===== src/bus_pkg.sv =====
`default_nettype none

package bus_pkg;

	// ====================
	// Widths
	// ====================
	localparam int ADDR_W = 32;
	localparam int DATA_W = 32;
	localparam int NUM_PORTS = 3;
	localparam int PORT_W = $clog2(NUM_PORTS);

	// Master port numbering
	localparam int PORT_INSTR = 0;
	localparam int PORT_DATA = 1;
	localparam int PORT_DMA = 2;

	// ====================
	// Bus records
	// ====================
	typedef struct packed {
		logic              request;
		logic              rw;
		logic [ADDR_W-1:0] address;
		logic [DATA_W-1:0] wdata;
	} port_req_t;

	typedef struct packed {
		logic              ready;
		logic              busy;
		logic [DATA_W-1:0] rdata;
	} port_rsp_t;

	typedef struct packed {
		logic              request;
		logic              rw;
		logic [ADDR_W-1:0] address;
		logic [DATA_W-1:0] wdata;
	} bus_req_t;

	typedef struct packed {
		logic              ready;
		logic [DATA_W-1:0] rdata;
	} bus_rsp_t;

	typedef enum logic {
		ARB_FIXED       = 1'b0,
		ARB_ROUND_ROBIN = 1'b1
	} arb_mode_t;

endpackage

`default_nettype wire


===== src/bus_arbiter.sv =====
`default_nettype none

module bus_arbiter
	import bus_pkg::*;
(
	input  wire logic      i_clock,
	input  wire logic      i_rst_n,

	input  wire port_req_t i_port_req [NUM_PORTS],
	output port_rsp_t      o_port_rsp [NUM_PORTS],

	input  wire arb_mode_t i_arb_mode,

	output bus_req_t       o_bus_req,
	input  wire bus_rsp_t  i_bus_rsp
);

	logic [NUM_PORTS-1:0] req_vec;
	logic [NUM_PORTS-1:0] grant_q;
	logic [NUM_PORTS-1:0] grant_next;
	logic [PORT_W-1:0]    grant_idx;
	logic [PORT_W-1:0]    last_q;
	logic                 start;

	logic                 rw_q;
	logic [ADDR_W-1:0]    address_q;
	logic [DATA_W-1:0]    wdata_q;

	always_comb begin
		for (int i = 0; i < NUM_PORTS; i++) begin
			req_vec[i] = i_port_req[i].request;
		end
	end

	// ====================
	// Grant selection
	// ====================
	always_comb begin
		int idx;
		idx = 0;
		grant_next = '0;
		grant_idx = last_q;
		if (i_arb_mode == ARB_FIXED) begin
			// Data first, then instruction, then DMA
			if (req_vec[PORT_DATA]) begin
				grant_idx = PORT_W'(PORT_DATA);
			end else if (req_vec[PORT_INSTR]) begin
				grant_idx = PORT_W'(PORT_INSTR);
			end else if (req_vec[PORT_DMA]) begin
				grant_idx = PORT_W'(PORT_DMA);
			end
		end else begin
			// Walk backwards so the port right after last_q wins
			for (int k = NUM_PORTS; k >= 1; k--) begin
				idx = (int'(last_q) + k) % NUM_PORTS;
				if (req_vec[idx]) begin
					grant_idx = PORT_W'(idx);
				end
			end
		end
		if (req_vec != '0) begin
			grant_next[grant_idx] = 1'b1;
		end
	end

	// New grant only from the idle state
	assign start = (grant_q == '0) && (req_vec != '0);

	always_ff @(posedge i_clock or negedge i_rst_n) begin
		if (!i_rst_n) begin
			grant_q <= '0;
			last_q <= PORT_W'(PORT_DMA);
		end else if (start) begin
			grant_q <= grant_next;
			last_q <= grant_idx;
		end else if (i_bus_rsp.ready) begin
			grant_q <= '0;
		end
	end

	// Fields of the winning port
	always_ff @(posedge i_clock) begin
		if (start) begin
			rw_q <= i_port_req[grant_idx].rw;
			address_q <= i_port_req[grant_idx].address;
			wdata_q <= i_port_req[grant_idx].wdata;
		end
	end

	// ====================
	// Outputs
	// ====================
	always_comb begin
		o_bus_req.request = |grant_q;
		o_bus_req.rw = rw_q;
		o_bus_req.address = address_q;
		o_bus_req.wdata = wdata_q;
	end

	always_comb begin
		for (int i = 0; i < NUM_PORTS; i++) begin
			o_port_rsp[i].ready = grant_q[i] & i_bus_rsp.ready;
			o_port_rsp[i].busy = req_vec[i] & (grant_q != '0) & ~grant_q[i];
			o_port_rsp[i].rdata = grant_q[i] ? i_bus_rsp.rdata : '0;
		end
	end

	// ====================
	// Checks
	// ====================
	a_grant_onehot: assert property (@(posedge i_clock) disable iff (!i_rst_n)
		$onehot0(grant_q));

	for (genvar g = 0; g < NUM_PORTS; g++) begin : g_ready_chk
		a_ready_has_req: assert property (@(posedge i_clock) disable iff (!i_rst_n)
			o_port_rsp[g].ready |-> i_port_req[g].request);

		// A waiting master keeps its request and fields until ready
		a_req_stable: assert property (@(posedge i_clock) disable iff (!i_rst_n)
			(i_port_req[g].request && !o_port_rsp[g].ready) |=> $stable(i_port_req[g]));
	end

endmodule

`default_nettype wire


===== config.mk =====
export PLATFORM = sky130hd
export DESIGN_NAME = bus_arbiter
export DESIGN_NICKNAME = d
export VERILOG_FILES = /design/src/bus_pkg.sv /design/src/bus_arbiter.sv
export SDC_FILE = /design/constraint.sdc
export NUM_CORES = 1
export LEC_CHECK = 0
export ABC_AREA = 1
export BUFFER_PORTS_ARGS = -buffer_cell sky130_fd_sc_hd__buf_2
export CAP_MARGIN = 10
export CORE_AREA = 2 2 157 159
export CTS_BUF_LIST = sky130_fd_sc_hd__clkbuf_4 sky130_fd_sc_hd__clkbuf_8
export DETAILED_ROUTE_END_ITERATION = 10
export DIE_AREA = 0 0 159 161
export PLACE_DENSITY_LB_ADDON = 0.05
export SYNTH_ARGS = -nofsm -noshare
export SYNTH_HDL_FRONTEND = slang
export SYNTH_SLANG_ARGS = --single-unit

===== constraint.sdc =====
create_clock -name i_clock -period 10.4 [get_ports i_clock]
set_clock_uncertainty 0.15 [all_clocks]
set_input_delay 1.56 -clock i_clock [delete_from_list [all_inputs] [get_ports i_clock]]
set_output_delay 1.56 -clock i_clock [all_outputs]
set_load 0.03 [all_outputs]

==> metrics <==
worst min path class reg -> reg; slew margin rel. 0.4153; Final Hold Viols 0; fin crit period between 3 and 4 ns; P&R area growth vs syn 43.22%; DRT iter0 DRCs 328; Final period util 0.3812; Post-synth EDFFs between 60 and 70; Resized cells post-CTS 0; Post-CTS Setup Inserts 0; RePlAce Congestion around 0.86; CP Class in -> out; Final ANT Viol Nets 0; Worst path slowest cell buf_2; Post-layout nets 1475; largest net degree at the start of global routing between 60 and 70; number of global-route vias before repair 6612; post-synthesis simple-gate area fraction 0.3877; Routed WL 24830 um; FF+latch count, synth 70; Syn Nets 1115; RSZ-0062 raised after global routing false; most used cell, CP buf_2; core region area 23960 sq um; CTS H-tree lvls 3; dpl ws between 6 and 7 ns; critical path depth in cells 4; Layout Cell Area excl Fill just over 8000 sq um; YS warnings 0; Crit. End Element primary output; WL/cell 15.80 um; CTS Buf Count 9; CP peak stage delay about 0.24 ns; Layout fillers 2731; maxcap violations 0; Clock Pin Slew Worst Setup and Hold Paths 0.07 ns; Slew Viols, Final 0; Slew @ Worst Pin 0.8770 ns; largest family of logic cells by synthesized area simple AND/OR/NAND/NOR gates; Die Height about 160 um; global route total overflow 0; first-pass GRT wire length 37050 um; R2R cell count 14; PwrDens approximately 330 nW/um^2; die footprint 25600 sq um; main flop type after synthesis edfxtp_1; post-synthesis xor/xnor area fraction 0; I/O Buffers 401; leak pwr ~5.4 nW; Max Clock Freq 252.2 MHz; CTS Sinks 70; outcome completed; Peak VDD IR 0.1355 mV; WP data required 8.69 ns; Synth cell types 24; most frequent cells in the layout buf_2, nand2_1, inv_1, nand3_1, nand4_1; Via Count ~6800; mapped cell area between 5000 and 6000 sq um; crit path DAT 2.25 ns; worst-skew pair later-pin latency roughly 0.36 ns; gr usage total 0.1856; post-DR vias/cell 4.327; worst path cell trace buf_2, inv_2, nor3_1, buf_2; initial antenna violation count 5; DP Area between 7000 and 8000 sq um; Worst Slack Setup Final 6.435 ns; CP Launch Type input port; Worst Path Buf+Inv 3; CTS Buffer Depth 2; syn_area_per_cell 6.424 sq um; commonest non-fill, non-tap cell in the layout buf_2; Finished Core Util 0.3367; final setup fails 0; number of cell rows 57; Seq/Total Area, Yosys 0.3689; cts hold-fix bufs 0; Die X-Extent 159 um; setup TNS 0 ns; root buffer cell clkbuf_8; family with the most delay on the worst path buffers and inverters; DRC 0; Async SR Flop Fraction 0.07143; Boundary Pins about 400; Hold Crit Depth 1; CTS tree done; mux share of post-synthesis cell area 0; Synth Area in Compound Gates 0.01088; initial core utilization 0.2351; layout cells sized above 1 0.3567; Post-DP HPWL 17310 um; first-pass iteration count of the detailed router 4; Synth Area in Adders 0.008883; Synth Instances just under 900; Crit Path Max Fanout 6
[per-stage QoR]
step	total power, mW	hold WS (ns)	instances
after CTS	2.675	0.4503	1566
after global routing	2.832	0.4578	1571
after floorplan	1.899	0.4025	877
after detailed placement	2.382	0.4384	1550
final	2.635	0.4496	1571
after global placement	2.396	0.4346	1550
[cell families after synthesis]
| logic type | Yosys count |
|---|---|
| flops | 70 |
| fa+ha+maj | 4 |
| simple gates | 486 |
| buf+inv | 307 |
| compound gates | 10 |
[cells in the mapped netlist (5+ instances only)]
cell | n | share of area
nand2_1 | 266 | 0.18
inv_1 | 239 | 0.16
nand3_1 | 147 | 0.13
nand4_1 | 66 | 0.073
edfxtp_1 | 65 | 0.35
clkbuf_1 | 26 | 0.017
buf_4 | 15 | 0.020
buf_2 | 11 | 0.0098
inv_2 | 6 | 0.0040
buf_1 | 5 | 0.0033
buf_6 | 5 | 0.010
[worst paths after layout]
| check | from | endpoint | slack [ns] |
|---|---|---|---|
| max in group asynchronous | i_rst_n | last_q[1] | 9.00 |
| setup reg to reg | last_q[1] | wdata_q[2] | 7.28 |
| hold reg to reg | last_q[1] | last_q[1] | 0.45 |
| setup / recovery | i_port_req[131] | o_port_rsp[66] | 6.44 |
| min in group asynchronous | i_rst_n | grant_q[2] | 0.86 |
| hold / removal | last_q[1] | last_q[1] | 0.45 |
[registers in the layout (all words and copies together) (netlist names)]
| register | count |
|---|---|
| rw_q | 1 |
| last_q | 2 |
| grant_q | 3 |
| wdata_q | 32 |
| address_q | 32 |
[worst reg2reg max path, cell delays in order, from the launching register on]
cell	delay, ns
dfstp_2	0.61
inv_1	0.08
ha_1	0.26
nand2_1	0.11
nand3_1	0.14
nand2_1	0.09
nand3_1	0.06
nand2_1	0.08
nand2_1	0.06
nand2_1	0.09
nand2_2	0.07
inv_2	0.35
buf_4	0.59
nand3_1	0.18
nand2_1	0.09
[metal layers]
layer  up-vias  routed length, um  GRT usage
met5         -                  0          0
met4         0                655    0.06157
met3        33               1621    0.04058
met2       290              12230     0.3273
met1      3054              10320     0.2250
li1       3421                  -          -
[area by class of cell]
| cell class | count | area, sq um | area share |
|---|---|---|---|
| tap | 324 | 405.4 | 0.05024 |
| sequential | 70 | 2078 | 0.2576 |
| inverter | 245 | 919.6 | 0.1140 |
| clock inverter | 6 | 108.9 | 0.01349 |
| antenna | 5 | 12.51 | 0.001551 |
| clock buffer | 10 | 131.4 | 0.01628 |
| multi-input combinational | 500 | 2331 | 0.2889 |
| timing repair buffer | 411 | 2082 | 0.2580 |
[where the power goes]
| group | internal [mW] | switching, mW |
|---|---|---|
| sequential | 0.559 | 0.0421 |
| clock | 0.162 | 0.121 |
| combinational | 0.437 | 1.31 |
| total | 1.16 | 1.48 |
(Power assumes the default switching activity.)
