<file path="config.mk">
export PLATFORM = sky130hd
export DESIGN_NAME = bus_ctrl_regs
export DESIGN_NICKNAME = d
export VERILOG_FILES = /design/src/bus_pkg.sv /design/src/map_pkg.sv /design/src/bus_ctrl_regs.sv
export SDC_FILE = /design/constraint.sdc
export NUM_CORES = 1
export LEC_CHECK = 0
export BUFFER_PORTS_ARGS = -buffer_cell sky130_fd_sc_hd__buf_2
export CORE_ASPECT_RATIO = 0.6
export CORE_UTILIZATION = 35
export DETAILED_ROUTE_END_ITERATION = 7
export SETUP_SLACK_MARGIN = 0.15
export SYNTH_ARGS = -nofsm -noshare
export SYNTH_HDL_FRONTEND = slang
export SYNTH_SLANG_ARGS = --single-unit
</file>
<file path="constraint.sdc">
create_clock -name i_clock -period 4.8 [get_ports i_clock]
set_input_delay 0.96 -clock i_clock [delete_from_list [all_inputs] [get_ports i_clock]]
set_output_delay 0.96 -clock i_clock [all_outputs]
set_load 0.005 [all_outputs]
</file>
<file path="src/boot_rom.hex">
// One 32-bit boot ROM word per line, word address 0 first
00000297
02028293
30529073
00001117
ff410113
100002b7
00028313
00032383
0072a023
00430313
fe0398e3
200002b7
0002a503
00150513
00a2a023
0000006f

</file>
<file path="src/bus_pkg.sv">
`default_nettype none

package bus_pkg;

	// ====================
	// Widths
	// ====================
	localparam int ADDR_W = 32;
	localparam int DATA_W = 32;
	localparam int NUM_PORTS = 3;
	localparam int PORT_W = $clog2(NUM_PORTS);

	// Master port numbering
	localparam int PORT_INSTR = 0;
	localparam int PORT_DATA = 1;
	localparam int PORT_DMA = 2;

	// ====================
	// Bus records
	// ====================
	typedef struct packed {
		logic              request;
		logic              rw;
		logic [ADDR_W-1:0] address;
		logic [DATA_W-1:0] wdata;
	} port_req_t;

	typedef struct packed {
		logic              ready;
		logic              busy;
		logic [DATA_W-1:0] rdata;
	} port_rsp_t;

	typedef struct packed {
		logic              request;
		logic              rw;
		logic [ADDR_W-1:0] address;
		logic [DATA_W-1:0] wdata;
	} bus_req_t;

	typedef struct packed {
		logic              ready;
		logic [DATA_W-1:0] rdata;
	} bus_rsp_t;

	typedef enum logic {
		ARB_FIXED       = 1'b0,
		ARB_ROUND_ROBIN = 1'b1
	} arb_mode_t;

endpackage

`default_nettype wire

</file>
<file path="src/map_pkg.sv">
`default_nettype none

package map_pkg;

	// ====================
	// Regions
	// ====================
	// Top nibble of the address picks the target
	localparam int REGION_MSB = 31;
	localparam int REGION_LSB = 28;

	typedef logic [REGION_MSB-REGION_LSB:0] region_t;

	localparam region_t REGION_ROM = 4'h0;
	localparam region_t REGION_RAM = 4'h1;
	localparam region_t REGION_REGS = 4'h2;

	// ====================
	// Memories
	// ====================
	localparam int ROM_WORDS = 16;
	localparam int ROM_AW = $clog2(ROM_WORDS);
	localparam string ROM_HEX_FILE = "/design/src/boot_rom.hex";

	localparam int RAM_WORDS = 1024;
	localparam int RAM_AW = $clog2(RAM_WORDS);

	// ====================
	// Control registers
	// ====================
	// Word offsets inside region 2
	localparam int REG_AW = 2;

	localparam logic [REG_AW-1:0] REG_CTRL = 2'd0;
	localparam logic [REG_AW-1:0] REG_FAULT_COUNT = 2'd1;
	localparam logic [REG_AW-1:0] REG_FAULT_ADDR = 2'd2;

	// CTRL bit holding the arbitration mode
	localparam int CTRL_MODE_BIT = 0;

endpackage

`default_nettype wire

</file>
<file path="src/bus_ctrl_regs.sv">
`default_nettype none

module bus_ctrl_regs
	import bus_pkg::*;
	import map_pkg::*;
(
	input  wire logic              i_clock,
	input  wire logic              i_rst_n,

	input  wire logic              i_request,
	input  wire logic              i_rw,
	input  wire logic [ADDR_W-1:0] i_address,
	input  wire logic [DATA_W-1:0] i_wdata,
	output bus_rsp_t               o_rsp,

	input  wire logic              i_fault,
	input  wire logic [ADDR_W-1:0] i_fault_address,

	output arb_mode_t              o_arb_mode
);

	logic [REG_AW-1:0] reg_idx;
	logic              accept;
	logic              ready_q;
	logic [DATA_W-1:0] rdata_q;
	arb_mode_t         mode_q;
	logic [DATA_W-1:0] fault_count_q;
	logic [ADDR_W-1:0] fault_addr_q;

	assign reg_idx = i_address[REG_AW+1:2];
	assign accept = i_request & ~ready_q;

	// ====================
	// Register state
	// ====================
	always_ff @(posedge i_clock or negedge i_rst_n) begin
		if (!i_rst_n) begin
			ready_q <= 1'b0;
			mode_q <= ARB_FIXED;
			fault_count_q <= '0;
			fault_addr_q <= '0;
		end else begin
			ready_q <= accept;
			// Only CTRL takes writes
			if (accept && i_rw && reg_idx == REG_CTRL) begin
				mode_q <= arb_mode_t'(i_wdata[CTRL_MODE_BIT]);
			end
			if (i_fault) begin
				fault_addr_q <= i_fault_address;
				if (fault_count_q != '1) begin
					fault_count_q <= fault_count_q + 1'b1;
				end
			end
		end
	end

	// Writes answer with zero read data
	always_ff @(posedge i_clock) begin
		if (accept) begin
			rdata_q <= '0;
			if (!i_rw) begin
				case (reg_idx)
					REG_CTRL:        rdata_q[CTRL_MODE_BIT] <= mode_q;
					REG_FAULT_COUNT: rdata_q <= fault_count_q;
					REG_FAULT_ADDR:  rdata_q <= fault_addr_q;
					default:         rdata_q <= '0;
				endcase
			end
		end
	end

	assign o_rsp.ready = ready_q;
	assign o_rsp.rdata = rdata_q;
	assign o_arb_mode = mode_q;

endmodule

`default_nettype wire

</file>
==> impl_table.tex <==
\begin{tabular}{lr}
\hline
Metric & Value \\
\hline
\multicolumn{2}{l}{\textbf{Floorplanning}} \\
\quad X dimension of the die & 146 µm \\
\quad Overall die area & 0.0128 mm² \\
\quad Total I/O pin count & 135 \\
\quad Std-Cell Rows & 31 \\
\quad Starting density of the core & between 30\% and 40\% \\
\quad Die extent in y & a little under 90 µm \\
\quad Core area & 0.0121 mm² \\
\multicolumn{2}{l}{\textbf{Synthesis}} \\
\quad Number of warnings printed during yosys synthesis & 0 \\
\quad Synth Area in XOR/XNOR & 6.07\% \\
\quad Synth async-reset ratio & about two thirds \\
\quad Most used DFF post-synth & sky130\_fd\_sc\_hd\_\_dfrtp\_1 \\
\quad Mux share of post-synthesis cell area & 8.84\% \\
\quad Largest family of logic cells by synthesized area & simple AND/OR/NAND/NOR gates \\
\quad Adder and majority cell fraction of the synthesized area & under 10\% \\
\quad Sequential fraction of the synthesis area & between 60\% and 70\% \\
\quad Number of enable flip-flop cells after synthesis & 32 \\
\quad Share of the synthesized area in compound gates (AO/OA/AOI/OAI) & 6.96\% \\
\quad Post-Synthesis Mean Instance Area & 12.9 µm² \\
\quad Post-synth net total & 441 \\
\quad Post-synthesis instance area & 0.00433 mm² \\
\quad Simple-Gate Fraction of Synth Area & 13.7\% \\
\quad Number of distinct library cells after synthesis & 39 \\
\quad Synth Register Bits & a little under 100 \\
\quad Cell count after synthesis & 335 \\
\multicolumn{2}{l}{\textbf{Power and ir drop}} \\
\quad Maximum vdd ir drop & between 0.2 and 0.25 mV \\
\quad Leakage power of the design & 0.00212 µW \\
\quad Power density relative to cell area & between 300 and 400 mW/mm² \\
\multicolumn{2}{l}{\textbf{Drt}} \\
\quad Detail-routed net length per standard cell & 16.6 µm \\
\quad First-pass detailed-route iteration total & 4 \\
\quad Detailed-route vias per instance & 5.16 \\
\quad Post-Route WL & between 9 and 10 mm \\
\quad Final routed DRC violation total & 0 \\
\quad Routed vias & 2967 \\
\quad Number of DRC markers in iteration 0 & 144 \\
\quad Post-detailed-route count of antenna-violating nets & 0 \\
\multicolumn{2}{l}{\textbf{Clock tree}} \\
\quad Buffer depth of the longest clock path & 2 \\
\quad Clock transition at the registers of the reported paths & 0.06 ns \\
\quad Clock Root Buffer & sky130\_fd\_sc\_hd\_\_clkbuf\_16 \\
\quad Worst-skew pair later-pin latency & about 0.34 ns \\
\quad CTS tree & built \\
\quad Number of buffers added by the clock tree synthesis step & 9 \\
\quad Post-CTS repair timing setup buffer count & 0 \\
\quad Sink Count & 98 \\
\quad Total of cells resized after clock tree synthesis & 0 \\
\quad Max H-tree Level & 3 \\
\quad Number of buffers added to fix hold violations after cts & 0 \\
\multicolumn{2}{l}{\textbf{Global route}} \\
\quad GRT overflow & 0 \\
\quad Initial antenna violation count & 0 \\
\quad Tot GR Track Use & between 10\% and 20\% \\
\quad First-pass GRT wire length & 15.4 mm \\
\quad Pin count of the biggest net entering global routing & 36 \\
\quad Via count of the first global-routing pass & between 2000 and 3000 \\
\multicolumn{2}{l}{\textbf{Worst setup path}} \\
\quad Register-to-register path setup slack & 2.55 ns \\
\quad R2r endpoint & fault\_count\_q[27] \\
\quad Sort of element at the start of the critical path & input pin \\
\quad Endpoint type of the worst setup path & flop \\
\quad Launch point of the worst reg-to-reg path & fault\_count\_q[0] \\
\quad Required arrival time at the worst endpoint & 5.02 ns \\
\quad Largest driver fanout on the critical path & 35 \\
\quad Critical path arrival & 2.77 ns \\
\quad Kind of critical path & in -> reg \\
\quad Depth of the worst register-to-register path & 5 \\
\multicolumn{2}{l}{\textbf{STA}} \\
\quad Actual transition at the worst max-transition pin & 1.13 ns \\
\quad Highest Clock Rate & about 390 MHz \\
\quad Fin Setup TNS & 0 ns \\
\quad Slack of the critical path & approximately 2.2 ns \\
\quad Unrepaired setup endpoints after global routing & no \\
\quad Remaining max-slew budget at the tightest pin & between 20\% and 30\% \\
\quad Layout Skew & 0.00523 ns \\
\quad Fin. max-slew vios & 0 \\
\quad Final setup violation count & 0 \\
\quad Final period util & 53.1\% \\
\quad Clock period minus final worst setup slack & around 2.6 ns \\
\quad Final hold violations & 0 \\
\multicolumn{2}{l}{\textbf{Hold path}} \\
\quad Tightest Hold Check Type & reg -> reg \\
\quad Launch point of the worst hold path & fault\_addr\_q[7] \\
\quad Worst Hold Path Cells & 1 \\
\quad Worst Hold Path EP & fault\_addr\_q[7] \\
\multicolumn{2}{l}{\textbf{Layout}} \\
\quad Fraction of layout cells with a size suffix above 1 & 34.4\% \\
\quad Most common cell after layout, fill and taps aside & sky130\_fd\_sc\_hd\_\_buf\_2 \\
\quad Final instance area & roughly 0.0052 mm² \\
\quad Storage cell area & 0.00261 mm² \\
\quad Number of nets at the end of the flow & between 500 and 600 \\
\quad Number of antenna diodes & 0 \\
\quad Fillers & around 1200 \\
\quad Area delta synth->final & 19.9\% \\
\quad Leading cell types in the layout, fill and taps excluded & sky130\_fd\_sc\_hd\_\_buf\_2, sky130\_fd\_sc\_hd\_\_dfrtp\_1, sky130\_fd\_sc\_hd\_\_nor2\_1 \\
\quad Area of combinational cells with multiple inputs & 0.00161 mm² \\
\multicolumn{2}{l}{\textbf{Place}} \\
\quad DP HPWL & 6.55 mm \\
\quad Worst-case setup slack after placement & 1.90 ns \\
\quad Quantity of I/O buffers inserted on ports & 73 \\
\quad Final weighted congestion in routability-driven placement & 0.813 \\
\quad Placed Area & 0.00485 mm² \\
\multicolumn{2}{l}{\textbf{Outcome}} \\
\quad Run status & completed \\
\multicolumn{2}{l}{\textbf{Job}} \\
\quad Maximum Capacitance Violations & 0 \\
\hline
\end{tabular}
## registers in the layout (all words and copies together), names as in the netlist
name	count
rdata_q	32
o_arb_mode	1
fault_addr_q	32
fault_count_q	32
ready_q	1
## stage by stage
stage	std cells	hold WS (ns)	util [%]	power, µW
3_3_place_gp	559	0.489	40.2	1220
3_5_place_dp	559	0.498	40.2	1230
4_1_cts	575	0.513	43.0	2050
6_report	575	0.510	43.0	2030
2_1_floorplan	335	0.467	-	1140
5_1_grt	575	0.527	43.0	2120
## critical path, stage by stage
cell	delay, ns
sky130_fd_sc_hd__buf_2	0.65
sky130_fd_sc_hd__nand3_1	0.25
sky130_fd_sc_hd__a211oi_2	0.55
sky130_fd_sc_hd__nand4_1	0.19
sky130_fd_sc_hd__xnor2_1	0.17
## worst max path at each step
stage              start                end  slack (ns)  cells past startpoint
2_1_floorplan  i_request         o_arb_mode        1.69                      3
3_3_place_gp     i_fault  fault_count_q[26]        1.93                      5
3_5_place_dp     i_fault  fault_count_q[20]        1.90                      5
4_1_cts          i_fault  fault_count_q[26]        2.24                      5
5_1_grt          i_fault  fault_count_q[26]        2.10                      5
6_report         i_fault  fault_count_q[26]        2.25                      5
## per-layer routing
layer / vias up / global-route usage, % / share of wire (%)
met1: 1488 / 23.4 / 52
met4: 0 / 5.45 / 1.3
met5: - / 0 / 0
met2: 82 / 22.9 / 41
met3: 11 / 4.64 / 5.4
li1: 1386 / - / -
## cell usage after synthesis (2+ instances only)
cell type                  count  area [µm²]
sky130_fd_sc_hd__nor2_1       35         131
sky130_fd_sc_hd__nand2_1       8        30.0
sky130_fd_sc_hd__ha_1          5        62.6
sky130_fd_sc_hd__inv_1         5        18.8
sky130_fd_sc_hd__and3_1        5        31.3
sky130_fd_sc_hd__nand3_1      15        75.1
sky130_fd_sc_hd__and4_1        5        43.8
sky130_fd_sc_hd__dfrtp_1      66        1650
sky130_fd_sc_hd__mux2_2       34         383
sky130_fd_sc_hd__buf_1         2        7.51
sky130_fd_sc_hd__buf_4         5        37.5
sky130_fd_sc_hd__xor2_1        5        43.8
sky130_fd_sc_hd__clkbuf_1     11        41.3
sky130_fd_sc_hd__edfxtp_1     32         961
sky130_fd_sc_hd__nor3_1        2        10.0
sky130_fd_sc_hd__nand4_1      21         131
sky130_fd_sc_hd__nand2b_1      2        12.5
sky130_fd_sc_hd__and4_2        2        20.0
sky130_fd_sc_hd__a22oi_1      31         233
sky130_fd_sc_hd__xnor2_1      25         219
## power breakdown
| group | internal (µW) | total, µW | switching, µW |
|---|---|---|---|
| Clock | 509 | 815 | 306 |
| Combinational | 97.7 | 190 | 92.3 |
| Sequential | 940 | 1020 | 82.6 |
## area by class of cell
type / instances / share of cell area [%]
Tap cell: 165 / 3.98
Multi-Input combinational cell: 213 / 31.0
Timing Repair Buffer: 78 / 7.76
Sequential cell: 98 / 50.3
Clock inverter: 7 / 2.27
Clock buffer: 9 / 4.34
Inverter: 5 / 0.361
## cell families after synthesis
| family | Yosys count |
|---|---|
| xor gates and xnor gates | 30 |
| and+or+nand+nor | 107 |
| muxes | 34 |
| adders and majority gates | 5 |
| buffers and inverters | 24 |
| AOI/OAI and AO/OA | 37 |
| DFF | 98 |
No activity file was read; power rests on OpenSTA's default activity.
