--- config.mk ---
export PLATFORM = sky130hd
export DESIGN_NAME = addr_decoder
export DESIGN_NICKNAME = d
export VERILOG_FILES = /design/src/bus_pkg.sv /design/src/map_pkg.sv /design/src/addr_decoder.sv
export SDC_FILE = /design/constraint.sdc
export NUM_CORES = 1
export LEC_CHECK = 0
export BUFFER_PORTS_ARGS = -buffer_cell sky130_fd_sc_hd__buf_4
export CORE_AREA = 10 10 82 84
export DETAILED_ROUTE_END_ITERATION = 12
export DIE_AREA = 0 0 92 94
export PLACE_DENSITY = 0.79
export SLEW_MARGIN = 10
export SYNTH_ARGS = -nofsm -noshare
export SYNTH_HDL_FRONTEND = slang
export SYNTH_SLANG_ARGS = --single-unit
--- constraint.sdc ---
create_clock -name vclk -period 2.5
set_clock_uncertainty 0.1 [all_clocks]
set_input_delay 0.5 -clock vclk [all_inputs]
set_output_delay 0.5 -clock vclk [all_outputs]
set_load 0.05 [all_outputs]
--- src/boot_rom.hex ---
// One 32-bit boot ROM word per line, word address 0 first
00000297
02028293
30529073
00001117
ff410113
100002b7
00028313
00032383
0072a023
00430313
fe0398e3
200002b7
0002a503
00150513
00a2a023
0000006f

--- src/bus_pkg.sv ---
`default_nettype none

package bus_pkg;

	// ====================
	// Widths
	// ====================
	localparam int ADDR_W = 32;
	localparam int DATA_W = 32;
	localparam int NUM_PORTS = 3;
	localparam int PORT_W = $clog2(NUM_PORTS);

	// Master port numbering
	localparam int PORT_INSTR = 0;
	localparam int PORT_DATA = 1;
	localparam int PORT_DMA = 2;

	// ====================
	// Bus records
	// ====================
	typedef struct packed {
		logic              request;
		logic              rw;
		logic [ADDR_W-1:0] address;
		logic [DATA_W-1:0] wdata;
	} port_req_t;

	typedef struct packed {
		logic              ready;
		logic              busy;
		logic [DATA_W-1:0] rdata;
	} port_rsp_t;

	typedef struct packed {
		logic              request;
		logic              rw;
		logic [ADDR_W-1:0] address;
		logic [DATA_W-1:0] wdata;
	} bus_req_t;

	typedef struct packed {
		logic              ready;
		logic [DATA_W-1:0] rdata;
	} bus_rsp_t;

	typedef enum logic {
		ARB_FIXED       = 1'b0,
		ARB_ROUND_ROBIN = 1'b1
	} arb_mode_t;

endpackage

`default_nettype wire

--- src/map_pkg.sv ---
`default_nettype none

package map_pkg;

	// ====================
	// Regions
	// ====================
	// Top nibble of the address picks the target
	localparam int REGION_MSB = 31;
	localparam int REGION_LSB = 28;

	typedef logic [REGION_MSB-REGION_LSB:0] region_t;

	localparam region_t REGION_ROM = 4'h0;
	localparam region_t REGION_RAM = 4'h1;
	localparam region_t REGION_REGS = 4'h2;

	// ====================
	// Memories
	// ====================
	localparam int ROM_WORDS = 16;
	localparam int ROM_AW = $clog2(ROM_WORDS);
	localparam string ROM_HEX_FILE = "/design/src/boot_rom.hex";

	localparam int RAM_WORDS = 1024;
	localparam int RAM_AW = $clog2(RAM_WORDS);

	// ====================
	// Control registers
	// ====================
	// Word offsets inside region 2
	localparam int REG_AW = 2;

	localparam logic [REG_AW-1:0] REG_CTRL = 2'd0;
	localparam logic [REG_AW-1:0] REG_FAULT_COUNT = 2'd1;
	localparam logic [REG_AW-1:0] REG_FAULT_ADDR = 2'd2;

	// CTRL bit holding the arbitration mode
	localparam int CTRL_MODE_BIT = 0;

endpackage

`default_nettype wire

--- src/addr_decoder.sv ---
`default_nettype none

module addr_decoder
	import bus_pkg::*;
	import map_pkg::*;
(
	input  wire bus_req_t  i_bus_req,
	output bus_rsp_t       o_bus_rsp,

	output logic           o_rom_request,
	output logic           o_ram_request,
	output logic           o_reg_request,

	input  wire bus_rsp_t  i_rom_rsp,
	input  wire bus_rsp_t  i_ram_rsp,
	input  wire bus_rsp_t  i_reg_rsp,

	output logic              o_fault,
	output logic [ADDR_W-1:0] o_fault_address
);

	region_t region;
	logic    rom_select;
	logic    ram_select;
	logic    reg_select;
	logic    mapped;

	assign region = i_bus_req.address[REGION_MSB:REGION_LSB];

	assign rom_select = (region == REGION_ROM);
	assign ram_select = (region == REGION_RAM);
	assign reg_select = (region == REGION_REGS);
	assign mapped = rom_select | ram_select | reg_select;

	// Request goes to one target only
	assign o_rom_request = i_bus_req.request & rom_select;
	assign o_ram_request = i_bus_req.request & ram_select;
	assign o_reg_request = i_bus_req.request & reg_select;

	// Unmapped cycle ends right away so the bus cannot hang
	assign o_fault = i_bus_req.request & ~mapped;
	assign o_fault_address = i_bus_req.address;

	// ====================
	// Response mux
	// ====================
	always_comb begin
		if (rom_select) begin
			o_bus_rsp = i_rom_rsp;
		end else if (ram_select) begin
			o_bus_rsp = i_ram_rsp;
		end else if (reg_select) begin
			o_bus_rsp = i_reg_rsp;
		end else begin
			o_bus_rsp.ready = o_fault;
			o_bus_rsp.rdata = '0;
		end
	end

	// Targets answer only while the bus still requests
	always_comb begin
		a_ready_needs_request: assert final (!o_bus_rsp.ready || i_bus_req.request);
	end

endmodule

`default_nettype wire

==> results of run 1 <==
==> routing by layer <==
metal	up-vias	routed length (um)	track usage (%)	part of all wire, %
li1	825	-	-	-
met4	0	138	2.96	2.4
met3	20	602	4.48	10
met1	730	2080	12.0	36
met2	88	2920	21.5	51
met5	-	0	0	0
==> power by group <==
part	switching (W)	leakage (nW)	internal, W
Combinational	0.000230	0.989	0.000185
Clock	0	0	0
Sequential	0	0	0
Total	0.000230	0.989	0.000185
==> kinds of logic after synthesis <==
kind of cell	synth area share, %
compound gates	35.8
buf+inv	32.0
simple gates	32.2
==> cell usage after synthesis, types with 2 or more instances <==
cell type,number
nor2_2,5
o21ai_0,34
buf_2,2
buf_6,3
a21boi_0,2
and3_1,2
a21oi_1,32
buf_4,32
clkbuf_1,8
nand2_1,35
nor2_1,29
==> cell type report <==
| type | count | area [um2] |
|---|---|---|
| multi-input combinational | 145 | 800 |
| fill | 542 | 3030 |
| inverter | 1 | 3.75 |
| timing repair buffer | 154 | 1160 |
| tap | 70 | 87.6 |
==> final timing paths <==
| path | end | slack [ps] | depth (start not counted) |
|---|---|---|---|
| max | o_bus_rsp[13] | 110 | 6 |
| min | o_fault_address[12] | 900 | 0 |
==> through the flow <==
stage / utilization, % / worst slack [ps] / area (um2) / hold slack, ps
final: 40.3 / 107 / 2050 / 900
after global routing: 40.3 / 41.5 / 2050 / 900
after CTS: 40.3 / 100 / 2050 / 900
after detailed placement: 40.3 / 100 / 2050 / 900
after global placement: 40.3 / 127 / 2050 / 900
after floorplan: - / 103 / 1110 / 1070
==> placed cells by master, fill, tap and decap left out, drive strengths merged <==
master  netlist  final
nand2        35     35
and3          2      2
nor2b         1      1
nor3          2      2
a221o         1      1
or4           1      1
a21oi        32     32
o21ai        34     34
nor2         34     34
inv           1      1
a21boi        2      2
buf          37    154
nand3b        1      1
==> worst max-delay path, stage by stage <==
cell and delay, ps:
buf_4 140, or4_1 540, buf_4 220, nor2_1 160
a21oi_2 40, buf_4 190
==> impl_metrics.csv, run 1 <==
group,metric,value,unit
sta,finalSetupTns,0,ps
sta,clock.fmax,0.418,GHz
min_path,hold_path_class,"primary input to primary output",
finish,final_cells,370,
die,die_height,94,um
sta,relSlewSlack,83.8,%
finish,syn_to_final_growth,106,%
synth,yosysTopAreaCellShare,24.2,%
synth,syn-num-nets,356,
critical_path,crit_path_start,"i_bus_req[63]",
die,rows,26,
synth,ys_seq_area_share,0,%
placed_design,post-place-cells,370,
finish,diodes,0,
placed_design,dp_hpwl,4.92,mm
placed_design,gp_congestion,0.772,
power,finalPower,0.000415,W
routing,drc_errors,0,
finish,clock_buffers,0,
outcome,outcome,"complete, no violations",
critical_path,cp-start-kind,"primary input",
synth,synth_area_leaders,"buf_4 (24%), o21ai_0 (17%), a21oi_1 (16%)",
synth,yosysWarnings,0,
min_path,min-delay-start,"i_bus_req[44]",
sta,rsz0062_at_grt,"false",
power,powerDensity,203,nW/um2
power,vdd_drop_max,0.0990,mV
sta,worst_pin_slew,240,ps
synth,synth_area,993,um2
sta,period_minus_slack,2390,ps
routing,wl_per_cell,15.5,um
power,p_leak,0.989,nW
critical_path,critPathKind,"primary input to primary output",
routing,antenna_left,0,
placed_design,port_buffers,145,
die,initial_core_util,19.6,%
synth,synth.largest_area_cell,"buf_4",
finish,seq_area,0,um2
routing,drtIter0Drc,76,
clocking,ctsHoldBuffers,0,
global_routing,grt_overflow,0,
clocking,postCtsSetupBuffers,0,
sta,drv_slew,0,
sta,hold_violations,0,
routing,drt-total-wl,5.75,mm
routing,vias_per_cell,4.49,
die,die_w,92,um
critical_path,endpoint_kind,"primary output",
global_routing,antenna_found_initial,0,
global_routing,grt_pass1_vias,1731,
synth,postSynthCellCount,191,
routing,drtPass1Iterations,4,
global_routing,grt_pass1_wl,8.68,mm
synth,synth_cell_type_count,18,
global_routing,grt_max_degree,20,
die,ios,234,
routing,via_count,1663,
run,cap_violations,0,
global_routing,track_usage,11.6,%
critical_path,cp.required,1900,ps
die,die_area,8650,um2
die,core_area,5070,um2
finish,nFlopsAndLatches,0,
critical_path,crit_arrival,1790,ps
sta,setup_viol,0,
finish,fin_nets,467,
synth,synth.avg_cell_area,5.20,um2
clocking,ctsResizeCount,0,
sta,fin_crit_sh,95.7,%
finish,drive_gt1_share,63.7,%
critical_path,path_max_fanout,17,
Power figures use the tool's default switching activity.
==> run 2: changes to the inputs <==
--- a/config.mk
+++ b/config.mk
@@ -5,11 +5,12 @@
 export SDC_FILE = /design/constraint.sdc
 export NUM_CORES = 1
 export LEC_CHECK = 0
+export ABC_AREA = 1
 export BUFFER_PORTS_ARGS = -buffer_cell sky130_fd_sc_hd__buf_4
-export CORE_AREA = 10 10 82 84
+export CORE_AREA = 10 10 83 85
 export DETAILED_ROUTE_END_ITERATION = 12
-export DIE_AREA = 0 0 92 94
-export PLACE_DENSITY = 0.79
+export DIE_AREA = 0 0 93 95
+export PLACE_DENSITY = 0.8
 export SLEW_MARGIN = 10
 export SYNTH_ARGS = -nofsm -noshare
 export SYNTH_HDL_FRONTEND = slang
==> impl_metrics.csv, run 2 <==
group,metric,value,unit
sta,drv_slew,0,
global_routing,track_usage,11.0,%
die,die_height,95,um
power,comb_power_share,100.0,%
power,seqPwrFrac,0,%
critical_path,crit_top_cell,"buf_4",
critical_path,crit_arrival,1580,ps
die,core_area,5340,um2
synth,synth_cell_type_count,16,
finish,fin_nets,469,
outcome,outcome,"complete, no violations",
routing,drtIter0Drc,68,
critical_path,cp.required,1900,ps
sta,fin_crit_sh,87.1,%
sta,worst_pin_slew,289,ps
routing,drt-total-wl,5.67,mm
global_routing,grt_pass1_vias,1738,
min_path,min-delay-start,"i_bus_req[43]",
finish,diodes,0,
synth,yosysWarnings,0,
die,die_w,93,um
critical_path,cp_slowest_cell,"buf_4",
sta,relSlewSlack,80.8,%
finish,layout_common_cells,"buf_4 (152), nand3_1 (91), nand2_1 (37), nand3_2 (7), inv_1 (5)",
routing,wl_per_cell,15.2,um
finish,seq_area,0,um2
critical_path,cp-start-kind,"primary input",
power,p_leak,1.10,nW
routing,vias_per_cell,4.66,
synth,ys_seq_area_share,0,%
clocking,postCtsSetupBuffers,0,
placed_design,dpl-instance-area,2000,um2
synth,synth.avg_cell_area,5.50,um2
synth,synth_area,1080,um2
critical_path,critPathKind,"primary input to primary output",
placed_design,port_buffers,145,
sta,setup_viol,0,
clocking,ctsHoldBuffers,0,
finish,clock_buffers,0,
finish,drive_gt1_share,54.6,%
global_routing,grt_overflow,0,
min_path,whs_endpoint,"o_fault_address[11]",
clocking,ctsResizeCount,0,
sta,worst_hold_slack,900,ps
sta,finalSetupTns,0,ps
sta,rsz0062_at_grt,"false",
finish,final_area,2000,um2
die,initial_core_util,20.3,%
min_path,hold_path_class,"primary input to primary output",
finish,layout_commonest_cell,"buf_4",
synth,synth.top_cells.by_count,"nand3_1 (91), nand2_1 (37), buf_4 (33)",
synth,yosysTopAreaCellShare,42.0,%
critical_path,endpoint_kind,"primary output",
synth,synth_area_leaders,"nand3_1 (42%), buf_4 (23%), nand2_1 (13%)",
die,die_area,8840,um2
sta,clock.fmax,0.459,GHz
power,power_switching,0.000208,W
finish,fill_cells,575,
finish,syn_to_final_growth,85.0,%
synth,synthMostInstantiatedCell,"nand3_1",
routing,antenna_left,0,
power,vdd_drop_max,0.0889,mV
global_routing,antenna_found_initial,0,
power,swShare,55.3,%
synth,syn-num-nets,362,
finish,multi_input_area,734,um2
routing,drtPass1Iterations,4,
critical_path,path_max_fanout,18,
routing,drc_errors,0,
die,ios,234,
placed_design,gp_congestion,0.784,
power,p_int,0.000169,W
sta,hold_violations,0,
critical_path,slowest_delay,230,ps
critical_path,crit_chain,"buf_4, inv_1, nand2_2, nor2_4, buf_4, nand2_1, nand3_1, buf_4",
min_path,hold_depth,0,
synth,postSynthCellCount,197,
global_routing,grt_pass1_wl,8.42,mm
synth,synth.largest_area_cell,"nand3_1",
global_routing,grt_max_degree,38,
placed_design,dp_hpwl,4.91,mm
sta,period_minus_slack,2180,ps
run,cap_violations,0,
routing,via_count,1744,
finish,nFlopsAndLatches,0,
die,rows,27,
power,pwr-share-clk,0,%
power,powerDensity,188,nW/um2
-- run 2: worst max-delay path, delay by kind of cell --
kind | cells | cell delay, ps
buf+inv | 4 | 690
simple gates | 4 | 370
-- run 2: layout make-up --
class                           instances  share of cell area, %
Timing Repair Buffer                  153                   57.9
Multi-Input combinational cell        144                   36.6
Tap cell                               72                   4.49
Inverter                                5                  0.936
-- run 2: worst max-delay path by stage --
stage | start | endpoint | slack (ps) | depth (start not counted)
floorplan | i_bus_req[60] | o_ram_request | -210 | 2
global route | i_bus_req[60] | o_bus_rsp[13] | 240 | 8
CTS | i_bus_req[60] | o_bus_rsp[9] | 310 | 8
global placement | i_bus_req[60] | o_bus_rsp[9] | 310 | 8
finish | i_bus_req[60] | o_bus_rsp[13] | 320 | 8
detailed placement | i_bus_req[60] | o_bus_rsp[9] | 320 | 8
-- run 2: cells by family (layout without fill, tap and decap cells) --
logic type / Yosys count / after routing / share of synthesized area (%)
buffers and inverters: 53 / 158 / 32.9
and+or+nand+nor: 144 / 144 / 67.1
-- run 2: power groups by stage --
stage          clock (W)  combinational (W)  sequential (W)
2_1_floorplan          0           0.000307               0
3_3_place_gp           0           0.000374               0
3_5_place_dp           0           0.000379               0
4_1_cts                0           0.000379               0
5_1_grt                0           0.000400               0
6_report               0           0.000377               0
-- run 2: through the flow --
step           instances  total power (W)  setup slack, ps  util [%]
2_1_floorplan        197         0.000307             -214         -
3_3_place_gp         374         0.000374              310      37.6
3_5_place_dp         374         0.000379              316      37.6
4_1_cts              374         0.000379              314      37.6
5_1_grt              374         0.000400              237      37.6
6_report             374         0.000377              322      37.6
-- run 2: layer usage --
metal / up-vias / GRT usage (%) / share of wire, %
li1: 854 / - / -
met1: 776 / 12.5 / 38
met2: 100 / 19.5 / 50
met3: 14 / 4.44 / 12
met4: 0 / 1.54 / 0.97
met5: - / 0 / 0
